<file path="src/rtl/tetris_pkg.sv">
package tetris_pkg;

    // playfield geometry, row 0 at the top
    localparam int PLAYFIELD_ROWS = 20;
    localparam int PLAYFIELD_COLS = 10;

    // cell contents, blank must stay at zero
    typedef enum logic [3:0] {
        BLANK   = 4'd0,
        I       = 4'd1,
        O       = 4'd2,
        T       = 4'd3,
        S       = 4'd4,
        Z       = 4'd5,
        J       = 4'd6,
        L       = 4'd7,
        GARBAGE = 4'd8
    } tile_t;

    typedef logic [4:0] row_idx_t;
    typedef logic [3:0] col_idx_t;

    // one full row of tiles, column 0 in the low nibble
    typedef tile_t [PLAYFIELD_COLS-1:0] board_row_t;

    typedef logic [9:0] lines_t;

    // sprint timer fields
    typedef logic [3:0] digit_t;
    typedef logic [5:0] sixty_t;

    typedef enum logic [1:0] {
        IDLE       = 2'd0,
        IN_GAME    = 2'd1,
        TOPPED_OUT = 2'd2
    } status_t;

endpackage

</file>
<file path="src/rtl/playfield_store.sv">
`timescale 1ns/100ps

module playfield_store (
    input  logic                  clk,
    input  logic                  rst_n,
    input  logic                  game_start,
    input  logic                  accept,
    input  logic                  lock,
    input  logic                  load_garbage,
    input  tetris_pkg::tile_t     lock_type,
    input  tetris_pkg::row_idx_t  lock_rows [4],
    input  tetris_pkg::col_idx_t  lock_cols [4],
    input  tetris_pkg::col_idx_t  hole_col,
    input  logic [tetris_pkg::PLAYFIELD_ROWS-1:0] row_full,
    input  logic [tetris_pkg::PLAYFIELD_ROWS-1:0] row_empty,
    output tetris_pkg::board_row_t board [tetris_pkg::PLAYFIELD_ROWS]
);
    import tetris_pkg::*;

    localparam board_row_t BLANK_ROW = '{default: BLANK};

    board_row_t cleaned    [PLAYFIELD_ROWS];
    board_row_t board_next [PLAYFIELD_ROWS];
    board_row_t garbage_row;

    // incoming garbage line with its single hole
    always_comb begin
        for (int c = 0; c < PLAYFIELD_COLS; c++) begin
            garbage_row[c] = (c == hole_col) ? BLANK : GARBAGE;
        end
    end

    always_comb begin
        // full rows vanish this cycle
        for (int r = 0; r < PLAYFIELD_ROWS; r++) begin
            cleaned[r]    = row_full[r] ? BLANK_ROW : board[r];
            board_next[r] = cleaned[r];
        end

        // a row above an empty row drops into it and leaves a blank behind;
        // the move pass runs second so a chain of drops still lands
        for (int r = 1; r < PLAYFIELD_ROWS; r++) begin
            if (row_empty[r]) begin
                board_next[r-1] = BLANK_ROW;
            end
        end
        for (int r = 1; r < PLAYFIELD_ROWS; r++) begin
            if (row_empty[r]) begin
                board_next[r] = cleaned[r-1];
            end
        end

        if (game_start) begin
            for (int r = 0; r < PLAYFIELD_ROWS; r++) begin
                board_next[r] = BLANK_ROW;
            end
        end else if (accept && lock) begin
            // only seen on a settled board, so the collapse above is a no-op
            for (int k = 0; k < 4; k++) begin
                if (lock_rows[k] < PLAYFIELD_ROWS && lock_cols[k] < PLAYFIELD_COLS) begin
                    board_next[lock_rows[k]][lock_cols[k]] = lock_type;
                end
            end
        end else if (accept && load_garbage) begin
            // whole stack pushed up, top row falls off
            for (int r = 0; r < PLAYFIELD_ROWS - 1; r++) begin
                board_next[r] = board[r+1];
            end
            board_next[PLAYFIELD_ROWS-1] = garbage_row;
        end
    end

    always_ff @(posedge clk or negedge rst_n) begin
        if (!rst_n) begin
            for (int r = 0; r < PLAYFIELD_ROWS; r++) begin
                board[r] <= BLANK_ROW;
            end
        end else begin
            for (int r = 0; r < PLAYFIELD_ROWS; r++) begin
                board[r] <= board_next[r];
            end
        end
    end

endmodule

</file>
<file path="src/rtl/line_tracker.sv">
`timescale 1ns/100ps

module line_tracker (
    input  logic                   clk,
    input  logic                   rst_n,
    input  logic                   game_start,
    input  tetris_pkg::board_row_t board [tetris_pkg::PLAYFIELD_ROWS],
    output logic [tetris_pkg::PLAYFIELD_ROWS-1:0] row_full,
    output logic [tetris_pkg::PLAYFIELD_ROWS-1:0] row_empty,
    output logic                   busy,
    output tetris_pkg::lines_t     lines_cleared
);
    import tetris_pkg::*;

    logic   hole_below;
    logic   seen_tiles;
    lines_t full_count;

    // per-row occupancy
    always_comb begin
        for (int r = 0; r < PLAYFIELD_ROWS; r++) begin
            row_full[r]  = 1'b1;
            row_empty[r] = 1'b1;
            for (int c = 0; c < PLAYFIELD_COLS; c++) begin
                if (board[r][c] == BLANK) begin
                    row_full[r] = 1'b0;
                end else begin
                    row_empty[r] = 1'b0;
                end
            end
        end
    end

    // scan downward looking for an empty row under occupied ones
    always_comb begin
        hole_below = 1'b0;
        seen_tiles = 1'b0;
        full_count = '0;
        for (int r = 0; r < PLAYFIELD_ROWS; r++) begin
            if (row_empty[r] && seen_tiles) begin
                hole_below = 1'b1;
            end
            if (!row_empty[r]) begin
                seen_tiles = 1'b1;
            end
            full_count = full_count + lines_t'(row_full[r]);
        end
    end

    assign busy = (|row_full) || hole_below;

    // full rows are blanked on the same edge, so each is counted once
    always_ff @(posedge clk or negedge rst_n) begin
        if (!rst_n) begin
            lines_cleared <= '0;
        end else if (game_start) begin
            lines_cleared <= '0;
        end else begin
            lines_cleared <= lines_cleared + full_count;
        end
    end

endmodule

</file>
<file path="src/rtl/sprint_timer.sv">
`timescale 1ns/100ps

module sprint_timer #(
    parameter int TICKS_PER_MS = 50000
) (
    input  logic                clk,
    input  logic                rst_n,
    input  logic                game_start,
    input  logic                run,
    output tetris_pkg::digit_t  time_ms,
    output tetris_pkg::digit_t  time_cs,
    output tetris_pkg::digit_t  time_ds,
    output tetris_pkg::sixty_t  time_sec,
    output tetris_pkg::sixty_t  time_min
);
    import tetris_pkg::*;

    localparam int PRESC_W = (TICKS_PER_MS > 1) ? $clog2(TICKS_PER_MS) : 1;
    localparam logic [PRESC_W-1:0] PRESC_LAST = PRESC_W'(TICKS_PER_MS - 1);

    logic [PRESC_W-1:0] presc;
    logic               ms_step;
    logic               ms_wrap;
    logic               cs_wrap;
    logic               ds_wrap;
    logic               sec_wrap;
    logic               min_wrap;

    // one step per millisecond of play
    assign ms_step = run && (presc == PRESC_LAST);

    // carry chain
    assign ms_wrap  = ms_step  && (time_ms  == digit_t'(9));
    assign cs_wrap  = ms_wrap  && (time_cs  == digit_t'(9));
    assign ds_wrap  = cs_wrap  && (time_ds  == digit_t'(9));
    assign sec_wrap = ds_wrap  && (time_sec == sixty_t'(59));
    assign min_wrap = sec_wrap && (time_min == sixty_t'(59));

    always_ff @(posedge clk or negedge rst_n) begin
        if (!rst_n) begin
            presc <= '0;
        end else if (game_start || ms_step) begin
            presc <= '0;
        end else if (run) begin
            presc <= presc + 1'b1;
        end
    end

    always_ff @(posedge clk or negedge rst_n) begin
        if (!rst_n) begin
            time_ms  <= '0;
            time_cs  <= '0;
            time_ds  <= '0;
            time_sec <= '0;
            time_min <= '0;
        end else if (game_start) begin
            time_ms  <= '0;
            time_cs  <= '0;
            time_ds  <= '0;
            time_sec <= '0;
            time_min <= '0;
        end else begin
            if (ms_step) begin
                time_ms <= ms_wrap ? '0 : time_ms + 1'b1;
            end
            if (ms_wrap) begin
                time_cs <= cs_wrap ? '0 : time_cs + 1'b1;
            end
            if (cs_wrap) begin
                time_ds <= ds_wrap ? '0 : time_ds + 1'b1;
            end
            if (ds_wrap) begin
                time_sec <= sec_wrap ? '0 : time_sec + 1'b1;
            end
            // minutes roll over to zero
            if (sec_wrap) begin
                time_min <= min_wrap ? '0 : time_min + 1'b1;
            end
        end
    end

endmodule

</file>
<file path="src/rtl/game_status.sv">
`timescale 1ns/100ps

module game_status (
    input  logic                   clk,
    input  logic                   rst_n,
    input  logic                   game_start,
    input  logic                   busy,
    input  tetris_pkg::board_row_t top_row,
    output logic                   in_game,
    output logic                   topped_out,
    output logic                   accept
);
    import tetris_pkg::*;

    status_t state;
    status_t state_next;
    logic    top_occupied;

    always_comb begin
        top_occupied = 1'b0;
        for (int c = 0; c < PLAYFIELD_COLS; c++) begin
            if (top_row[c] != BLANK) begin
                top_occupied = 1'b1;
            end
        end
    end

    always_comb begin
        state_next = state;
        case (state)
            IDLE:       state_next = IDLE;
            // top row only counts once the stack has settled
            IN_GAME:    if (!busy && top_occupied) state_next = TOPPED_OUT;
            TOPPED_OUT: state_next = TOPPED_OUT;
            default:    state_next = IDLE;
        endcase
        if (game_start) begin
            state_next = IN_GAME;
        end
    end

    always_ff @(posedge clk or negedge rst_n) begin
        if (!rst_n) begin
            state <= IDLE;
        end else begin
            state <= state_next;
        end
    end

    assign in_game    = (state == IN_GAME);
    assign topped_out = (state == TOPPED_OUT);
    // host updates land only on a settled board during play
    assign accept     = in_game && !busy;

endmodule

</file>
<file path="src/rtl/tetris_core_top.sv">
`timescale 1ns/100ps

module tetris_core_top #(
    parameter int TICKS_PER_MS = 50000
) (
    input  logic                   clk,
    input  logic                   rst_n,
    input  logic                   game_start,
    input  logic                   lock,
    input  tetris_pkg::tile_t      lock_type,
    input  tetris_pkg::row_idx_t   lock_rows [4],
    input  tetris_pkg::col_idx_t   lock_cols [4],
    input  logic                   load_garbage,
    input  tetris_pkg::col_idx_t   hole_col,
    input  tetris_pkg::row_idx_t   rd_row,
    output tetris_pkg::board_row_t rd_cells,
    output logic                   busy,
    output logic                   in_game,
    output logic                   topped_out,
    output tetris_pkg::lines_t     lines_cleared,
    output tetris_pkg::digit_t     time_ms,
    output tetris_pkg::digit_t     time_cs,
    output tetris_pkg::digit_t     time_ds,
    output tetris_pkg::sixty_t     time_sec,
    output tetris_pkg::sixty_t     time_min
);
    import tetris_pkg::*;

    board_row_t                board [PLAYFIELD_ROWS];
    logic [PLAYFIELD_ROWS-1:0] row_full;
    logic [PLAYFIELD_ROWS-1:0] row_empty;
    logic                      accept;

    playfield_store u_playfield_store (
        .clk          (clk),
        .rst_n        (rst_n),
        .game_start   (game_start),
        .accept       (accept),
        .lock         (lock),
        .load_garbage (load_garbage),
        .lock_type    (lock_type),
        .lock_rows    (lock_rows),
        .lock_cols    (lock_cols),
        .hole_col     (hole_col),
        .row_full     (row_full),
        .row_empty    (row_empty),
        .board        (board)
    );

    line_tracker u_line_tracker (
        .clk           (clk),
        .rst_n         (rst_n),
        .game_start    (game_start),
        .board         (board),
        .row_full      (row_full),
        .row_empty     (row_empty),
        .busy          (busy),
        .lines_cleared (lines_cleared)
    );

    game_status u_game_status (
        .clk        (clk),
        .rst_n      (rst_n),
        .game_start (game_start),
        .busy       (busy),
        .top_row    (board[0]),
        .in_game    (in_game),
        .topped_out (topped_out),
        .accept     (accept)
    );

    // clock only runs during play
    sprint_timer #(
        .TICKS_PER_MS (TICKS_PER_MS)
    ) u_sprint_timer (
        .clk        (clk),
        .rst_n      (rst_n),
        .game_start (game_start),
        .run        (in_game),
        .time_ms    (time_ms),
        .time_cs    (time_cs),
        .time_ds    (time_ds),
        .time_sec   (time_sec),
        .time_min   (time_min)
    );

    // display read port, rows past the bottom read as blank
    always_comb begin
        rd_cells = '{default: BLANK};
        if (rd_row < PLAYFIELD_ROWS) begin
            rd_cells = board[rd_row];
        end
    end

endmodule

</file>
<file path="config.mk">
export PLATFORM = sky130hd
export DESIGN_NAME = tetris_core_top
export DESIGN_NICKNAME = d
export VERILOG_FILES = /design/src/rtl/tetris_pkg.sv /design/src/rtl/playfield_store.sv /design/src/rtl/line_tracker.sv /design/src/rtl/sprint_timer.sv /design/src/rtl/game_status.sv /design/src/rtl/tetris_core_top.sv
export SDC_FILE = /design/constraint.sdc
export NUM_CORES = 2
export LEC_CHECK = 0
export BUFFER_PORTS_ARGS = -buffer_cell sky130_fd_sc_hd__buf_4
export CAP_MARGIN = 10
export CORE_ASPECT_RATIO = 0.9
export CORE_UTILIZATION = 25
export DETAILED_ROUTE_END_ITERATION = 6
export SYNTH_ARGS = -nofsm -noshare
export SYNTH_HDL_FRONTEND = slang
export SYNTH_SLANG_ARGS = --single-unit
</file>
<file path="constraint.sdc">
create_clock -name clk -period 9 [get_ports clk]
set_input_delay 0.9 -clock clk [delete_from_list [all_inputs] [get_ports clk]]
set_output_delay 0.9 -clock clk [all_outputs]
set_load 0.005 [all_outputs]
</file>
==> results.txt <==
GR Util All Layers - 28.7%
proportion of synthesized area in mux cells - 16.1%
Crit path required time - 9630 ps
top-count cell post-synth - nor2_1
synth cell count leaders - nor2_1, o22ai_1, dfrtp_1
DR DRC count - 62
complex-gate fraction of the synthesized area - 28.7%
post-route ant nets - 0
Net Sw Frac - 57.8%
Die W - 547 um
CTS resizes - 0
Slew @ Worst Pin - 1590 ps
peak supply drop - 1.62 mV
PwrDens - 329 nW/um^2
CTS tree - built
Yosys top cell by area - dfrtp_1
DRT Pass-1 Iters - 7
Starting Density - 25.2%
final net count - 7,459
clk_lat worst skew - 820 ps
worst min path class - in -> async
Seq/Total Area, Yosys - 31.9%
vias in the first global route - 69,900
async set-reset flop share out of synthesis - 100%
I/O pins - 131
Die Span Y - 493 um
total gr overflow - 0
Gate power share - 63.7%
internal power - 10.4 mW
mapped cell area - 66,900 sq um
max-cap violation count - 1
core region area - 265,000 sq um
critical path startpoint category - register
post-synth top area share - 31.9%
share of power burned in registers - 17.5%
CP peak stage delay - 690 ps
cell repeated most along the worst path - fa_1
Clk network pwr share - 18.8%
CP top delay family - adder cells
Worst Path Buf+Inv - 3
Synth Area in Simple Gates - 17.1%
Synth Warn # - 0
switching power - 14.2 mW
slack of the worst reg-to-reg path - 2030 ps
Post-synth EDFFs - 0
setup violators final - 0
Seq cells post-synth - 852
root buf cell - clkbuf_16
DR vias - 75,700
Fmax - 143 MHz
worst-path fanout max - 5
Synth Area in XOR/XNOR - 0.249%
clock slew at reported path FFs - 60 ps
Tmin final - 6970 ps
Power Total - 24.6 mW
Routed WL - 404 mm
DR WL/cell - 36.8 um
CP Data Arrival Time - 7610 ps
status - complete, but fails checks
HPWL Detailed - 273 mm
R2R Path End - u_line_tracker.lines_cleared[8]$_DFF_PN0_
critical path cell sequence - nor4_1 -> or4_1 -> nor4_1 -> inv_1 -> ha_1 -> inv_1 -> fa_1 -> fa_1 -> fa_1 -> fa_1 -> fa_1 -> inv_1 -> ha_1 -> fa_1 -> a21oi_1 -> o21bai_1 -> a21oi_1 -> nor2_1 -> o21a_1 -> o21ai_0 -> xor2_1 -> nor2_1
reg2reg start - u_playfield_store.board[730]$_DFF_PN0_
violated checks - DRC, capacitance limit, slew limit
Port-buffer cells - 130
Unique masters post-synth - 70
Fin. Hold Viols - 0
CTS Hold Bufs - 0
CP Capture Type - register
Hold WS - 63.1 ps
CP Class - reg -> reg
R2R cell count - 22
Rows - 179
initial antenna violation count - 29
H-tree levels - 3
syn nets - 7,793
Relative slew margins - -6.23%
adder-cell share of the synthesized area - 1.02%
Clock Path Buffers - 3
TritonCTS Buffers - 106
ranking of synthesized cells by area - dfrtp_1, a22o_1, o22ai_1, mux2_2, mux4_2
filler cell count - 28,100
area grow syn2layout - 12.0%
largest net degree at the start of global routing - 210
Leak Pwr - 29.6 nW
Slew Limit Fails - 4
Synth Instances - 7,693
# clock sinks - 852
Final Util - 28.3%
Main synth FF type - dfrtp_1
vias per std cell - 6.89
DIE AREA - 270,000 sq um
post-CTS setup buffers - 0
Final period util - 77.5%
first-pass GRT wire length - 560 mm
Avg Cell Area, Syn - 8.70 sq um
largest family of logic cells by synthesized area - compound AO/OA/AOI/OAI gates
RSZ-0062 raised after global routing - no
critical path's slowest cell - or4_1
clock skew - 53.6 ps
share of cells above drive strength 1 - 17.7%
Fin Setup TNS - 0 ps
Starting DRT DRC Count - 14,000
GPL Wtd Cong - 1.08
-- sequential cells by signal (all words and copies together) (netlist names) --
register                      flops
u_sprint_timer.time_min           6
u_sprint_timer.presc             16
u_sprint_timer.time_ms            4
u_line_tracker.lines_cleared     10
u_playfield_store.board         800
u_game_status.state               2
u_sprint_timer.time_cs            4
u_sprint_timer.time_ds            4
u_sprint_timer.time_sec           6
-- worst max-delay path by stage --
stage	slack, ps	end	start	depth (start not counted)
2_1_floorplan	3140	u_line_tracker.lines_cleared[8]$_DFF_PN0_	u_playfield_store.board[737]$_DFF_PN0_	22
3_3_place_gp	2050	u_line_tracker.lines_cleared[8]$_DFF_PN0_	u_playfield_store.board[728]$_DFF_PN0_	22
3_5_place_dp	2190	u_line_tracker.lines_cleared[8]$_DFF_PN0_	u_playfield_store.board[730]$_DFF_PN0_	22
4_1_cts	2150	u_line_tracker.lines_cleared[8]$_DFF_PN0_	u_playfield_store.board[730]$_DFF_PN0_	22
5_1_grt	1680	u_line_tracker.lines_cleared[8]$_DFF_PN0_	u_playfield_store.board[730]$_DFF_PN0_	22
6_report	2030	u_line_tracker.lines_cleared[8]$_DFF_PN0_	u_playfield_store.board[730]$_DFF_PN0_	22
-- metal layers --
metal  global-route usage, %  vias to the layer above  part of all wire, %
met2                    39.3                     6762                   40
met1                    35.1                    37800                   36
met3                    15.0                     1420                   17
li1                        -                    29800                    -
met5                       0                        -                0.052
met4                    17.4                       26                  7.6
-- cell usage in the layout (no fill, tap or decap), types with 32 or more instances in the layout --
cell type	netlist	final
nor2_1	986	970
o22ai_1	948	948
dfrtp_1	852	852
a22o_1	702	702
o21ai_0	612	611
mux2_2	477	477
nor4_1	465	462
buf_4	0	339
nand2_1	239	238
nor3_1	222	213
mux4_2	200	200
a21oi_1	180	180
clkbuf_16	0	107
mux2i_1	91	91
nand4_1	70	70
a221oi_1	76	65
a211oi_1	65	64
a22oi_1	60	60
nand3_1	51	51
nor3b_1	47	47
o31a_1	47	47
inv_1	42	41
or3_1	37	37
or2_2	37	36
o31ai_1	34	34
ha_1	32	32
-- power by group through the flow --
stage	Sequential, mW	Combinational (mW)	Clock, mW
5_1_grt	5.46	20.6	4.76
3_3_place_gp	4.71	13.3	0
3_5_place_dp	7.19	50.8	0
2_1_floorplan	5.02	26.3	0
4_1_cts	7.94	45.2	4.63
6_report	4.31	15.7	4.63
-- cell type report --
type	instances	area, sq um	area share (%)
inverter	42	165	0.220
tap	3529	4420	5.89
clock buffer	164	3170	4.23
timing repair buffer	361	2920	3.90
multi-input combinational	5996	42500	56.7
sequential	852	21300	28.4
antenna	17	42.5	0.0568
clock inverter	30	420	0.561
-- worst reg2reg max path: cells and delay by family (launching register included) --
family / cells / cell delay, ps
flops: 1 / 440
simple gates: 5 / 1660
fa+ha+maj: 8 / 3490
compound gates: 5 / 770
buf+inv: 3 / 280
xor+xnor: 1 / 160
-- cell families after synthesis --
family / after synthesis
buffers and inverters: 845
AO/OA/AOI/OAI: 2828
AND/OR/NAND/NOR: 2335
flip-flops: 852
multiplexers: 768
adder cells (fa/ha/maj): 46
XOR/XNOR: 19
-- per-stage QoR --
stage / cell area [sq um] / setup WS, ps / cells
floorplan: 66900 / 3140 / 7693
global placement: 71300 / 2050 / 10800
detailed placement: 71300 / 2190 / 10800
CTS: 74900 / 2150 / 11000
global route: 74900 / 1680 / 11000
finish: 75000 / 2030 / 11000
Power figures use the tool's default switching activity.
